===== src/z80BusPkg.sv =====
// Z80 bus-cycle engine shared definitions
// Holds the command kind encoding and the base T-state counts of each
// machine cycle, used by the sequencer, the strobe generator and the top

package z80BusPkg;

    // Kinds of bus cycle the engine can play out
    // The encoding is carried on cmdKind_i by the command side
    typedef enum logic [2:0] {
        opFetch  = 3'd0,
        memRead  = 3'd1,
        memWrite = 3'd2,
        ioRead   = 3'd3,
        ioWrite  = 3'd4,
        intAck   = 3'd5
    } CycleKind;

    // An opcode fetch runs T1 to T4 with refresh in T3 and T4
    localparam int unsigned TStatesFetch = 4;

    // Plain memory read and write cycles end in T3
    localparam int unsigned TStatesMem = 3;

    // I/O cycles also end in T3 but get the automatic wait on top
    localparam int unsigned TStatesIo = 3;

    // Interrupt acknowledge always stretches T2 by two wait states
    // The cycle itself has the length of an opcode fetch
    localparam int unsigned IntAckAutoWaits = 2;

    // T-state number of the running machine cycle
    // Zero means idle, 1 to 4 are T1 to T4 and wait states hold the value 2
    typedef logic [2:0] TState;

endpackage

===== src/z80BusTop.sv =====
// Z80 bus-cycle engine top level
// Connects the cycle sequencer, the strobe generator and the refresh
// counter, and puts the refresh address on the bus in T3 and T4 of a fetch

`timescale 1ns/10ps

module z80BusTop #(
    parameter int IoWait = 1
) (
    input  logic                 CLK_n,
    input  logic                 Reset_s,
    input  logic                 cmdValid_i,
    input  z80BusPkg::CycleKind  cmdKind_i,
    input  logic [15:0]          cmdAddr_i,
    input  logic [7:0]           cmdData_i,
    output logic                 busy_o,
    output logic                 done_o,
    output logic [7:0]           rdData_o,
    input  logic                 waitN_i,
    input  logic                 busRqN_i,
    output logic                 busAkN_o,
    output logic                 m1N_o,
    output logic                 mreqN_o,
    output logic                 iorqN_o,
    output logic                 rdN_o,
    output logic                 wrN_o,
    output logic                 rfshN_o,
    output logic [15:0]          addr_o,
    input  logic [7:0]           dataIn_i,
    output logic [7:0]           dataOut_o
);

    z80BusPkg::CycleKind  mCycleKind;
    z80BusPkg::TState     tState;
    logic                 waitSync;
    logic                 refreshPhase;
    logic                 fetchDone;
    logic [6:0]           rfshAddr;
    logic [15:0]          seqAddr;

    busCycleSeq #(
        .IoWait(IoWait)
    ) seqInst (
        .CLK_n(CLK_n),
        .Reset_s(Reset_s),
        .cmdValid_i(cmdValid_i),
        .cmdKind_i(cmdKind_i),
        .cmdAddr_i(cmdAddr_i),
        .cmdData_i(cmdData_i),
        .waitN_i(waitN_i),
        .busRqN_i(busRqN_i),
        .busy_o(busy_o),
        .done_o(done_o),
        .mCycleKind_o(mCycleKind),
        .tState_o(tState),
        .waitSync_o(waitSync),
        .refreshPhase_o(refreshPhase),
        .fetchDone_o(fetchDone),
        .busAkN_o(busAkN_o),
        .addr_o(seqAddr),
        .dataOut_o(dataOut_o)
    );

    busStrobeGen strobeInst (
        .CLK_n(CLK_n),
        .Reset_s(Reset_s),
        .mCycleKind_i(mCycleKind),
        .tState_i(tState),
        .waitSync_i(waitSync),
        .refreshPhase_i(refreshPhase),
        .dataIn_i(dataIn_i),
        .m1N_o(m1N_o),
        .mreqN_o(mreqN_o),
        .iorqN_o(iorqN_o),
        .rdN_o(rdN_o),
        .wrN_o(wrN_o),
        .rfshN_o(rfshN_o),
        .rdData_o(rdData_o)
    );

    refreshCounter rfshInst (
        .CLK_n(CLK_n),
        .Reset_s(Reset_s),
        .fetchDone_i(fetchDone),
        .rfshAddr_o(rfshAddr)
    );

    // Refresh address goes on the low seven bits with the upper bits held at zero
    assign addr_o = refreshPhase ? {9'd0, rfshAddr} : seqAddr;

endmodule


===== src/refreshCounter.sv =====
// Z80 refresh address counter
// Holds the low seven bits of the R register, which are put on the
// address bus during the refresh half of every opcode fetch

`timescale 1ns/10ps

module refreshCounter (
    input  logic        CLK_n,
    input  logic        Reset_s,
    input  logic        fetchDone_i,
    output logic [6:0]  rfshAddr_o
);

    logic [6:0] rfshCntQ;

    // Advances once per opcode fetch and wraps at 128
    // Bit 7 of R is outside this counter so it never changes here
    always_ff @(posedge CLK_n or negedge Reset_s) begin
        if (!Reset_s) begin
            rfshCntQ <= 7'd0;
        end else if (fetchDone_i) begin
            rfshCntQ <= rfshCntQ + 7'd1;
        end
    end

    assign rfshAddr_o = rfshCntQ;

endmodule


===== src/busStrobeGen.sv =====
// Z80 bus strobe generator
// Decodes cycle kind and T-state into MREQ, IORQ, RD, WR, M1 and RFSH.
// Registers on both clock edges are combined through inhibit terms so each
// strobe switches on its own half-clock edge. Read data is latched here

`timescale 1ns/10ps

module busStrobeGen (
    input  logic                 CLK_n,
    input  logic                 Reset_s,
    input  z80BusPkg::CycleKind  mCycleKind_i,
    input  z80BusPkg::TState     tState_i,
    input  logic                 waitSync_i,
    input  logic                 refreshPhase_i,
    input  logic [7:0]           dataIn_i,
    output logic                 m1N_o,
    output logic                 mreqN_o,
    output logic                 iorqN_o,
    output logic                 rdN_o,
    output logic                 wrN_o,
    output logic                 rfshN_o,
    output logic [7:0]           rdData_o
);

    z80BusPkg::TState  lastTState;
    logic              isFetch;
    logic              isMemRd;
    logic              isMemWr;
    logic              isIo;
    logic              isIoRd;
    logic              isIntAck;
    logic              isWrite;
    logic              isReadKind;
    logic              lateKind;
    logic              memReq;
    logic              memRd;
    logic              mreqInhibit;
    logic              endInhibit;
    logic              reqInhibit;
    logic              lateReq;
    logic              ioStrobe;
    logic [7:0]        rdDataQ;

    assign isFetch    = (mCycleKind_i == z80BusPkg::opFetch);
    assign isMemRd    = (mCycleKind_i == z80BusPkg::memRead);
    assign isMemWr    = (mCycleKind_i == z80BusPkg::memWrite);
    assign isIoRd     = (mCycleKind_i == z80BusPkg::ioRead);
    assign isIo       = isIoRd || (mCycleKind_i == z80BusPkg::ioWrite);
    assign isIntAck   = (mCycleKind_i == z80BusPkg::intAck);
    assign isWrite    = isMemWr || (mCycleKind_i == z80BusPkg::ioWrite);
    assign isReadKind = isFetch || isMemRd || isIoRd || isIntAck;
    // Kinds whose strobes start on the rising edge of T2
    assign lateKind   = isMemWr || isIo || isIntAck;

    always_comb begin
        if (isFetch || isIntAck) begin
            lastTState = z80BusPkg::TState'(z80BusPkg::TStatesFetch);
        end else if (isIo) begin
            lastTState = z80BusPkg::TState'(z80BusPkg::TStatesIo);
        end else begin
            lastTState = z80BusPkg::TState'(z80BusPkg::TStatesMem);
        end
    end

    // Memory request and memory read, launched on the falling edge of T1
    // An opcode fetch raises MREQ again in T3 for the refresh access
    always_ff @(negedge CLK_n or negedge Reset_s) begin
        if (!Reset_s) begin
            memReq <= 1'b0;
            memRd  <= 1'b0;
        end else if (tState_i == 3'd1) begin
            memReq <= isFetch || isMemRd || isMemWr;
            memRd  <= isFetch || isMemRd;
        end else if (tState_i == 3'd3) begin
            memReq <= isFetch;
            memRd  <= 1'b0;
        end else if (tState_i == 3'd4) begin
            memReq <= 1'b0;
        end
    end

    // Falling-edge inhibits
    // mreqInhibit covers the half clock between the fetch read and refresh
    // endInhibit ends the late strobes on the falling edge of the last T-state
    always_ff @(negedge CLK_n or negedge Reset_s) begin
        if (!Reset_s) begin
            mreqInhibit <= 1'b0;
            endInhibit  <= 1'b0;
        end else begin
            mreqInhibit <= isFetch && (tState_i == 3'd2);
            endInhibit  <= (tState_i == lastTState);
        end
    end

    // Rising-edge terms
    // reqInhibit cuts the fetch RD and MREQ on the rising edge of T3,
    // which only comes when the synchronised WAIT let T2 finish
    always_ff @(posedge CLK_n or negedge Reset_s) begin
        if (!Reset_s) begin
            reqInhibit <= 1'b0;
            lateReq    <= 1'b0;
        end else begin
            reqInhibit <= isFetch && (tState_i == 3'd2) && waitSync_i;
            if (tState_i == 3'd1) begin
                lateReq <= lateKind;
            end else if (tState_i == lastTState) begin
                lateReq <= 1'b0;
            end
        end
    end

    // Read data is taken on the falling edge of the last T-state
    always_ff @(negedge CLK_n) begin
        if (isReadKind && (tState_i == lastTState)) begin
            rdDataQ <= dataIn_i;
        end
    end

    // Live from the rising edge of T2 until the falling edge of the last T-state
    assign ioStrobe = lateReq && !endInhibit;

    assign m1N_o    = !((isFetch || isIntAck) && ((tState_i == 3'd1) || (tState_i == 3'd2)));
    assign mreqN_o  = !(memReq && !(reqInhibit && mreqInhibit));
    assign iorqN_o  = !(ioStrobe && (isIo || isIntAck));
    assign rdN_o    = !((memRd && !reqInhibit) || (ioStrobe && isIoRd));
    assign wrN_o    = !(ioStrobe && isWrite);
    assign rfshN_o  = !refreshPhase_i;
    assign rdData_o = rdDataQ;

    // RD and WR come from different edge registers and must never overlap
    rdWrExclusive: assert property (@(posedge CLK_n) disable iff (!Reset_s)
        !(!rdN_o && !wrN_o))
        else $error("RD and WR strobes active together");

endmodule


===== src/busCycleSeq.sv =====
// Z80 bus-cycle sequencer
// Takes one command at a time and steps the T-state counter of the
// machine cycle, stretching T2 for automatic and external wait states.
// Also owns the bus request / acknowledge hand-over between cycles

`timescale 1ns/10ps

module busCycleSeq #(
    parameter int IoWait = 1
) (
    input  logic                 CLK_n,
    input  logic                 Reset_s,
    input  logic                 cmdValid_i,
    input  z80BusPkg::CycleKind  cmdKind_i,
    input  logic [15:0]          cmdAddr_i,
    input  logic [7:0]           cmdData_i,
    input  logic                 waitN_i,
    input  logic                 busRqN_i,
    output logic                 busy_o,
    output logic                 done_o,
    output z80BusPkg::CycleKind  mCycleKind_o,
    output z80BusPkg::TState     tState_o,
    output logic                 waitSync_o,
    output logic                 refreshPhase_o,
    output logic                 fetchDone_o,
    output logic                 busAkN_o,
    output logic [15:0]          addr_o,
    output logic [7:0]           dataOut_o
);

    logic                 busyQ;
    logic                 pendingQ;
    logic                 busAkNQ;
    logic                 waitSyncQ;
    logic [1:0]           autoCntQ;
    logic [1:0]           autoLoad;
    logic [2:0]           waitExtra;
    logic                 lastT;
    logic                 startCycle;
    logic                 isWrite;
    logic [15:0]          addrQ;
    logic [7:0]           dataQ;
    z80BusPkg::CycleKind  kindQ;
    z80BusPkg::TState     tStateQ;
    z80BusPkg::TState     tLimit;

    // Last T-state of the cycle and the automatic waits it carries
    always_comb begin
        case (kindQ)
            z80BusPkg::opFetch,
            z80BusPkg::intAck:   tLimit = z80BusPkg::TState'(z80BusPkg::TStatesFetch);
            z80BusPkg::ioRead,
            z80BusPkg::ioWrite:  tLimit = z80BusPkg::TState'(z80BusPkg::TStatesIo);
            default:             tLimit = z80BusPkg::TState'(z80BusPkg::TStatesMem);
        endcase
        case (kindQ)
            z80BusPkg::ioRead,
            z80BusPkg::ioWrite:  autoLoad = 2'(IoWait);
            z80BusPkg::intAck:   autoLoad = 2'(z80BusPkg::IntAckAutoWaits);
            default:             autoLoad = 2'd0;
        endcase
    end

    // Each low WAIT sample adds one T-state on top of the automatic ones
    assign waitExtra  = {1'b0, autoCntQ} + {2'b00, ~waitSyncQ};
    assign lastT      = busyQ && (tStateQ == tLimit);
    // A held command starts only once the bus is ours again
    assign startCycle = !busyQ && (cmdValid_i || pendingQ) && busRqN_i;
    assign isWrite    = (kindQ == z80BusPkg::memWrite) || (kindQ == z80BusPkg::ioWrite);

    always_ff @(posedge CLK_n or negedge Reset_s) begin
        if (!Reset_s) begin
            busyQ    <= 1'b0;
            pendingQ <= 1'b0;
            busAkNQ  <= 1'b1;
            autoCntQ <= 2'd0;
            tStateQ  <= '0;
            kindQ    <= z80BusPkg::opFetch;
        end else begin
            // BUSRQ is looked at while idle and at the last edge of a cycle
            if (!busyQ || lastT) begin
                busAkNQ <= busRqN_i;
            end
            if (!busyQ && cmdValid_i) begin
                kindQ <= cmdKind_i;
            end
            if (startCycle) begin
                pendingQ <= 1'b0;
            end else if (!busyQ && cmdValid_i) begin
                pendingQ <= 1'b1;
            end
            if (startCycle) begin
                busyQ   <= 1'b1;
                tStateQ <= 3'd1;
            end else if (busyQ) begin
                if (lastT) begin
                    busyQ   <= 1'b0;
                    tStateQ <= '0;
                end else if (tStateQ == 3'd1) begin
                    tStateQ  <= 3'd2;
                    autoCntQ <= autoLoad;
                end else if (tStateQ == 3'd2) begin
                    // Stay in T2 while any wait state is still owed
                    if (waitExtra != 3'd0) begin
                        autoCntQ <= 2'(waitExtra - 3'd1);
                    end else begin
                        tStateQ <= 3'd3;
                    end
                end else begin
                    tStateQ <= tStateQ + 3'd1;
                end
            end
        end
    end

    // Address and write data of the accepted command
    always_ff @(posedge CLK_n) begin
        if (!busyQ && cmdValid_i) begin
            addrQ <= cmdAddr_i;
            dataQ <= cmdData_i;
        end
    end

    // WAIT is synchronised on the falling edge, inside T2 and each wait state
    always_ff @(negedge CLK_n or negedge Reset_s) begin
        if (!Reset_s) begin
            waitSyncQ <= 1'b1;
        end else begin
            waitSyncQ <= waitN_i;
        end
    end

    assign busy_o         = busyQ;
    assign done_o         = lastT;
    assign mCycleKind_o   = kindQ;
    assign tState_o       = tStateQ;
    assign waitSync_o     = waitSyncQ;
    assign busAkN_o       = busAkNQ;
    assign refreshPhase_o = busyQ && (kindQ == z80BusPkg::opFetch) && (tStateQ >= 3'd3);
    assign fetchDone_o    = lastT && (kindQ == z80BusPkg::opFetch);
    assign addr_o         = busyQ ? addrQ : 16'h0000;
    // The data bus is only driven during a write and floats as zero otherwise
    assign dataOut_o      = (busyQ && isWrite) ? dataQ : 8'h00;

    // The command side must wait for busy_o to drop before the next strobe
    cmdWhileBusy: assert property (@(posedge CLK_n) disable iff (!Reset_s)
        busyQ |-> !cmdValid_i)
        else $error("command strobe while busy");

    // A running cycle always sits between T1 and the limit of its kind
    tStateLimit: assert property (@(posedge CLK_n) disable iff (!Reset_s)
        busyQ |-> ((tStateQ >= 3'd1) && (tStateQ <= tLimit)))
        else $error("T-state count ran past the cycle limit");

endmodule


===== config.mk =====
export PLATFORM = sky130hd
export DESIGN_NAME = z80BusTop
export DESIGN_NICKNAME = d
export VERILOG_FILES = /design/src/z80BusPkg.sv /design/src/z80BusTop.sv /design/src/refreshCounter.sv /design/src/busStrobeGen.sv /design/src/busCycleSeq.sv
export SDC_FILE = /design/constraint.sdc
export NUM_CORES = 1
export LEC_CHECK = 0
export BUFFER_PORTS_ARGS = -buffer_cell sky130_fd_sc_hd__buf_2
export CELL_PAD_IN_SITES_DETAIL_PLACEMENT = 0
export CELL_PAD_IN_SITES_GLOBAL_PLACEMENT = 1
export CORE_MARGIN = 4
export CORE_UTILIZATION = 43
export DETAILED_ROUTE_END_ITERATION = 8
export PLACE_DENSITY_LB_ADDON = 0.12
export SLEW_MARGIN = 25
export SYNTH_ARGS = -nofsm -noshare
export SYNTH_HDL_FRONTEND = slang
export SYNTH_SLANG_ARGS = --single-unit
export TNS_END_PERCENT = 50

===== constraint.sdc =====
create_clock -name CLK_n -period 3.9 [get_ports CLK_n]
set_input_delay 0.585 -clock CLK_n [delete_from_list [all_inputs] [get_ports CLK_n]]
set_output_delay 0.585 -clock CLK_n [all_outputs]
set_load 0.02 [all_outputs]

======== Word-level counts from Yosys, hierarchy flattened ========
Cells that the tools add are included.
cells by class
  $add $sub $neg .......................... 4
  magnitude comparators ................... 1
  equality and inequality tests ........... 12
  mux-type cells .......................... 27
  bitwise gates (word level) .............. 3
  reductions and logical operators ........ 56
operator list
  cell                 number
  $mux 16              2
  $mux 3               8
  $logic_and 1x1->1    19
  $logic_or 1x1->1     14
  $eq 3x2->1 const B   4
  $mux 1               12
  $reduce_bool 2->1    6
  $logic_not 1->1      10
  $eq 3x3->1 const B   3
  $mux 8               1
  $add 7x1->7 const B  1
  $eq 3x1->1 const B   2
  $eq 3x3->1           2
  $mux 2               3
  $reduce_bool 3->1    2
  $ne 5x2->1 const B   1
  $reduce_and 5->1     1
  $pmux 2 s2           1
  $reduce_or 2->1      2
  $add 2x1->3          1
  $add 3x1->3 const B  1
  $ge 3x2->1 const B   1
  $logic_not 3->1      1
  $not 1->1            3
  2 further kinds      2
word-level totals
  bits in registers ....................... 57
  input port bits ......................... 40
  output and inout port bits .............. 41

======== Depth between registers and ports, before layout ========
Gate-level depths: netlist (run 1).
  depth in word-level cells ............... 9
  gate-level depth with buffers ........... 9

======== Hierarchy ========
A second synthesis (run 1) with hierarchy kept.
second synthesis, totals
  cells, all modules ...................... 221
  area, all modules ....................... 2730.1 µm²
modules (own cells, without submodules)
  module          instances  cells each  area each (µm²)  sequential area each (µm²)
  busCycleSeq     1          121         1595.3           1023.5
  busStrobeGen    1          60          685.7            390.4
  refreshCounter  1          22          282.8            175.2
  z80BusTop       1          18          166.4            0.0

==> results of run 1 <==
cell type report:
cell class	instances	area [um2]
inverter	8	30.0
clock buffer	10	128
timing repair buffer	92	490
sequential	57	1590
fill	502	2300
tap	72	90.1
clock inverter	15	88.8
multi-input combinational	124	960
metrics by stage:
step                      setup WS [ns]  TNS, ns  hold slack [ns]  utilization  instance area [um2]
after floorplan                 -0.0684   -0.137            0.289            -                 2640
after global placement          -0.0932   -0.185            0.451        0.556                 3160
after detailed placement         -0.150   -0.293            0.449        0.556                 3160
after CTS                        -0.186   -0.366            0.262        0.595                 3380
after global routing             -0.216   -0.471            0.296        0.595                 3380
final                            -0.181   -0.358            0.257        0.595                 3380
path summary, 6_finish.rpt:
path,start,to,slack (ns),cells past startpoint
max,seqInst.waitSync_o$_DFF_NN1_,seqInst.autoCntQ[0]$_DFFE_PN0P_,-0.18,9
min,Reset_s,strobeInst.reqInhibit$_DFF_PN0_,0.26,1
max reg2reg,seqInst.waitSync_o$_DFF_NN1_,seqInst.autoCntQ[0]$_DFFE_PN0P_,-0.18,9
min reg2reg,strobeInst.memRd$_DFFE_NN0P_,strobeInst.memRd$_DFFE_NN0P_,0.44,2
max in group asynchronous,Reset_s,seqInst.waitSync_o$_DFF_NN1_,1.34,1
min in group CLK_n,cmdAddr_i[11],seqInst.addrQ[11]$_DFFE_PP_,0.42,1
cell usage after synthesis (2+ instances only):
library cell,n
and2_2,2
inv_1,8
a21oi_1,5
o32a_1,2
and2_1,2
dfrtp_1,19
mux2i_1,7
nor2_1,13
o22a_1,2
o22ai_1,2
or3b_1,2
buf_2,2
or3b_2,2
dfstp_2,2
nor2b_1,5
dfrtn_1,4
nor3_1,3
edfxtp_1,32
nand2_1,11
ha_1,5
nand4_1,2
xnor2_1,8
o21ai_0,4
buf_6,2
mux2_2,2
and3_1,19
clkbuf_1,7
mux2_1,2
sequential cells by signal, summed over array words and instances, names as in the netlist:
signal	cells
rfshInst.rfshAddr_o	7
seqInst.addrQ	16
seqInst.autoCntQ	2
seqInst.busAkN_o	1
seqInst.busy_o	1
seqInst.dataQ	8
seqInst.mCycleKind_o	3
seqInst.pendingQ	1
seqInst.tState_o	3
seqInst.waitSync_o	1
strobeInst.endInhibit	1
strobeInst.lateReq	1
strobeInst.memRd	1
strobeInst.memReq	1
strobeInst.mreqInhibit	1
strobeInst.rdData_o	8
strobeInst.reqInhibit	1
where the power goes:
group	internal (mW)	total [mW]	switching (mW)
Combinational	0.491	1.19	0.699
Clock	0.300	0.556	0.256
Sequential	0.800	0.902	0.102
Total	1.59	2.65	1.06
layer usage:
| layer | vias to the layer above | share of wire | GRT usage |
|---|---|---|---|
| met1 | 893 | 0.45 | 0.221 |
| li1 | 929 | - | - |
| met5 | - | 0 | 0 |
| met3 | 19 | 0.061 | 0.0432 |
| met4 | 0 | 0.028 | 0.0835 |
| met2 | 65 | 0.46 | 0.258 |
placed cells by master, fill, tap and decap left out, drive strengths merged, types with 2 or more instances in the layout:
| cell | count |
|---|---|
| xnor2 | 8 |
| o31ai | 2 |
| nor2 | 13 |
| dfstp | 2 |
| o32a | 2 |
| a21oi | 5 |
| o22ai | 2 |
| dfrtn | 4 |
| nand2 | 11 |
| edfxtp | 32 |
| nor2b | 7 |
| inv | 16 |
| and2 | 4 |
| and3 | 19 |
| or2 | 2 |
| mux2i | 7 |
| buf | 92 |
| nor3b | 2 |
| ha | 5 |
| mux2 | 4 |
| nor4 | 2 |
| o22a | 2 |
| dfrtp | 19 |
| clkinv | 5 |
| nand4 | 2 |
| nor3 | 3 |
| clkbuf | 10 |
| o21ai | 5 |
| or3b | 4 |
what timing repair did:
action,in CTS,in global routing
buffers inserted,0,0
setup endpoints to repair,3,3
hold endpoints to repair,0,0
resized for setup,1,0
kinds of logic (layout without fill, tap and decap cells):
logic type	after synthesis	in the layout	synth area share
buffers and inverters	21	125	0.0387
muxes	11	11	0.0445
DFF	57	57	0.614
AOI/OAI and AO/OA	28	28	0.0851
adders and majority gates	5	5	0.0242
and+or+nand+nor	71	71	0.163
xor gates and xnor gates	9	9	0.0305
critical path, cell delays in order, from the launching register on:
cell      delay, ns
dfstp_2        0.52
inv_2          0.04
ha_4           0.15
ha_4           0.25
inv_2          0.03
ha_4           0.13
nor2b_4        0.12
or3b_4         0.39
a211oi_2       0.22
o32a_1         0.17
==> results.cfg, run 1 <==
[routing]
drc = 0
vias_per_cell = 5.04
vias = 1906
ant_nets = 0
drt_first_pass_iters = 4
routed_wl_um = 5780
drt-initial-drc-count = 83
wl_per_cell_um = 15.3

[outcome]
outcome = complete, but fails checks
violations = setup timing

[synth]
synth_top_area_frac = 0.371
synth-edff-count = 32
synthCells = 202
yosys.cell_types.count = 54
ys.flop_type = edfxtp_1
synth_fp_nets = 247
synth_top_cell_by_area = edfxtp_1
synth_area_leaders = edfxtp_1 37%, dfrtp_1 18%, and3_1 4.6%
synth.avg_cell_area_um2 = 12.8
ys_warn_count = 0
ys_seq_elements = 57
synth-async-reset-ratio = 0.439
ys_seq_area_frac = 0.614
synth_area_um2 = 2590

[setup_path]
endpoint_kind = flip-flop
critPathKind = reg -> reg
path_max_fanout = 2
cp-start-kind = flip-flop
cp.required_ns = 4.17
crit_arrival_ns = 4.35

[place]
port_buffers = 80
post-dp-hpwl_um = 4120
dp_cells = 354
place_congestion = 0.795

[floorplan]
dieHeight_um = 85.6
die_w_um = 85.6
coreArea_um2 = 5680
start_util = 0.456
io_pins = 81
dieArea_um2 = 7320
num_rows = 27

[sta]
setup_viol = 2
setup_ws_ns = -0.181
finClkSkew_ns = 0.0447
relSlewSlack = 0.418
worst_pin_slew_ns = 0.872
rsz0062_at_grt = yes
finalHoldViolations = 0
slew_violations = 0

[cts]
ctsHoldBuffers = 0
cts_sinks = 57
path_clk_slew_ns = 0.07
cts_buffers = 9
worstSkewPairLatency_ns = 0.37
cts-root-buf = clkbuf_8
cts_tree = built
cts.path.max_buffers = 2
htree_levels = 3

[finish]
finalNetCount = 346
drive_above_1_share = 0.425
insertedDiodeCount = 0
syn_to_final_growth_pct = 30.5
instances_no_fill = 378

[pwr]
vdd_drop_max_v = 0.000337
leakage_nw = 1.60
p_per_area_nw_per_um2 = 784
power_mw = 2.65

[global_route]
antenna_found_initial = 0
grt_max_degree = 26
grt_overflow = 0
gr-usage-all-layers = 0.168
grt_pass1_wl_um = 9520
grt_pass1_vias = 1984

[job]
cap_viol_max_count = 0

[hold_path]
hold_class = in -> async
Power figures use the tool's default switching activity.
==> inputs of run 2 (changes only) <==
- BUFFER_PORTS_ARGS: -buffer_cell sky130_fd_sc_hd__buf_2 -> not set
- CORE_UTILIZATION: 43 -> 52
- DONT_BUFFER_PORTS: not set -> 1
==> results.cfg, run 2 (synthesized netlist as in run 1, its figures left out) <==
[outcome]
outcome = complete, but fails checks
violations = setup timing

[routing]
drc = 0
vias_per_cell = 5.61
ant_nets = 0
wl_per_cell_um = 17.8
drt-initial-drc-count = 105
vias = 1649
drt_first_pass_iters = 4
routed_wl_um = 5230

[place]
port_buffers = 0
place_congestion = 0.724
post-dp-hpwl_um = 3760
place_ws_ns = -0.166

[setup_path]
worstSetupStartpoint = seqInst.waitSync_o$_DFF_NN1_
path_buf_inv = 2
critPathTopFamily = adder cells
path_max_fanout = 2
path_cells = inv_2 -> ha_4 -> ha_4 -> inv_2 -> ha_4 -> nor2b_4 -> or3b_4 -> a211oi_2 -> o32a_1
cp.required_ns = 4.17
crit_arrival_ns = 4.39
cp_slowest_stage_delay_ns = 0.53
timing.rr.start = seqInst.waitSync_o$_DFF_NN1_
critPathKind = reg -> reg
crit_top_cell = ha_4
endpoint_kind = flip-flop
cp-start-kind = flip-flop
crit_slowest_cell = dfstp_2

[floorplan]
dieArea_um2 = 6170
coreArea_um2 = 4790
io_pins = 81
start_util = 0.541
die_w_um = 78.5
num_rows = 25
dieHeight_um = 78.5

[pwr]
p_per_area_nw_per_um2 = 844
vdd_drop_max_v = 0.000485
leakage_nw = 1.29
power_mw = 2.54

[finish]
layout_common_cells = 32 x edfxtp_1, 19 x and3_1, 19 x dfrtp_1
insertedDiodeCount = 0
final_common_cell = edfxtp_1
top_register = seqInst.addrQ
drive_above_1_share = 0.242
syn_to_final_growth_pct = 16.2
finalNetCount = 267
largest_reg_flops = 16

[cts]
htree_levels = 3
cts.path.max_buffers = 2
cts_tree = built
cts-root-buf = clkbuf_8
cts_buffers = 9
path_clk_slew_ns = 0.07
cts_sinks = 57
worstSkewPairLatency_ns = 0.37
post_cts_buffers = 0

[global_route]
grt_max_degree = 25
grt_pass1_vias = 1820
gr-usage-all-layers = 0.190
antenna_found_initial = 0
grt_overflow = 0
grt_pass1_wl_um = 8860

[sta]
slew_violations = 0
worst_pin_slew_ns = 0.838
finalHoldViolations = 0
finClkSkew_ns = 0.0486
tns_ns = -0.435
rsz0062_at_grt = yes
setup_ws_ns = -0.220
setup_viol = 2
relSlewSlack = 0.441

[job]
cap_viol_max_count = 0

[hold_path]
hold_class = in -> async
run 2: cell count changes in the layout (fill, tap and decap cells not counted), sizes merged:
cell / change
buf: -79
bufinv: -1
clkbuf: +1
clkinv: -2
clkinvlp: +1
inv: +1
run 2: area by class of cell:
cell class                 instances  area, um2
inverter                           8       30.0
multi-input combinational        124        965
timing repair buffer              13       95.1
clock buffer                      11        174
clock inverter                    14       70.1
tap                               67       83.8
sequential                        57       1590
fill                             386       1780
run 2: through the flow:
step / utilization / cell area (um2) / hold WS (ns) / instances
2_1_floorplan: - / 2640 / 0.289 / 202
3_3_place_gp: 0.575 / 2750 / 0.290 / 269
3_5_place_dp: 0.575 / 2750 / 0.291 / 269
4_1_cts: 0.628 / 3010 / 0.0697 / 294
5_1_grt: 0.628 / 3010 / 0.0513 / 294
6_report: 0.628 / 3010 / 0.0875 / 294
run 2: metal layers:
layer	routed length [um]	part of all wire	global-route usage	vias to the layer above
li1	-	-	-	773
met1	2220	0.43	0.226	801
met2	2550	0.49	0.291	69
met3	408	0.078	0.106	6
met4	50	0.0096	0.0612	0
met5	0	0	0	-
run 2: worst paths after layout:
path                                                        end  slack, ns  cells after the start
worst max-delay path            seqInst.autoCntQ[0]$_DFFE_PN0P_      -0.22                      9
worst min-delay path               seqInst.busAkN_o$_DFFE_PN1P_       0.09                      0
worst max register to register  seqInst.autoCntQ[0]$_DFFE_PN0P_      -0.22                      9
worst min register to register     strobeInst.memRd$_DFFE_NN0P_       0.46                      2
max in group asynchronous          seqInst.waitSync_o$_DFF_NN1_       1.88                      0
min in group CLK_n                 seqInst.pendingQ$_DFFE_PN0P_       0.33                      1
run 2: repair_timing:
action / CTS / global route
endpoints found under the setup margin: 3 / 3
gates resized for setup: 1 / 0
hold endpoints to repair: 19 / 0
hold buffers: 1 / 0
run 2: power by group:
group | switching, mW | total [mW] | internal, mW
combinational | 0.636 | 1.02 | 0.381
clock | 0.262 | 0.583 | 0.321
sequential | 0.135 | 0.937 | 0.802
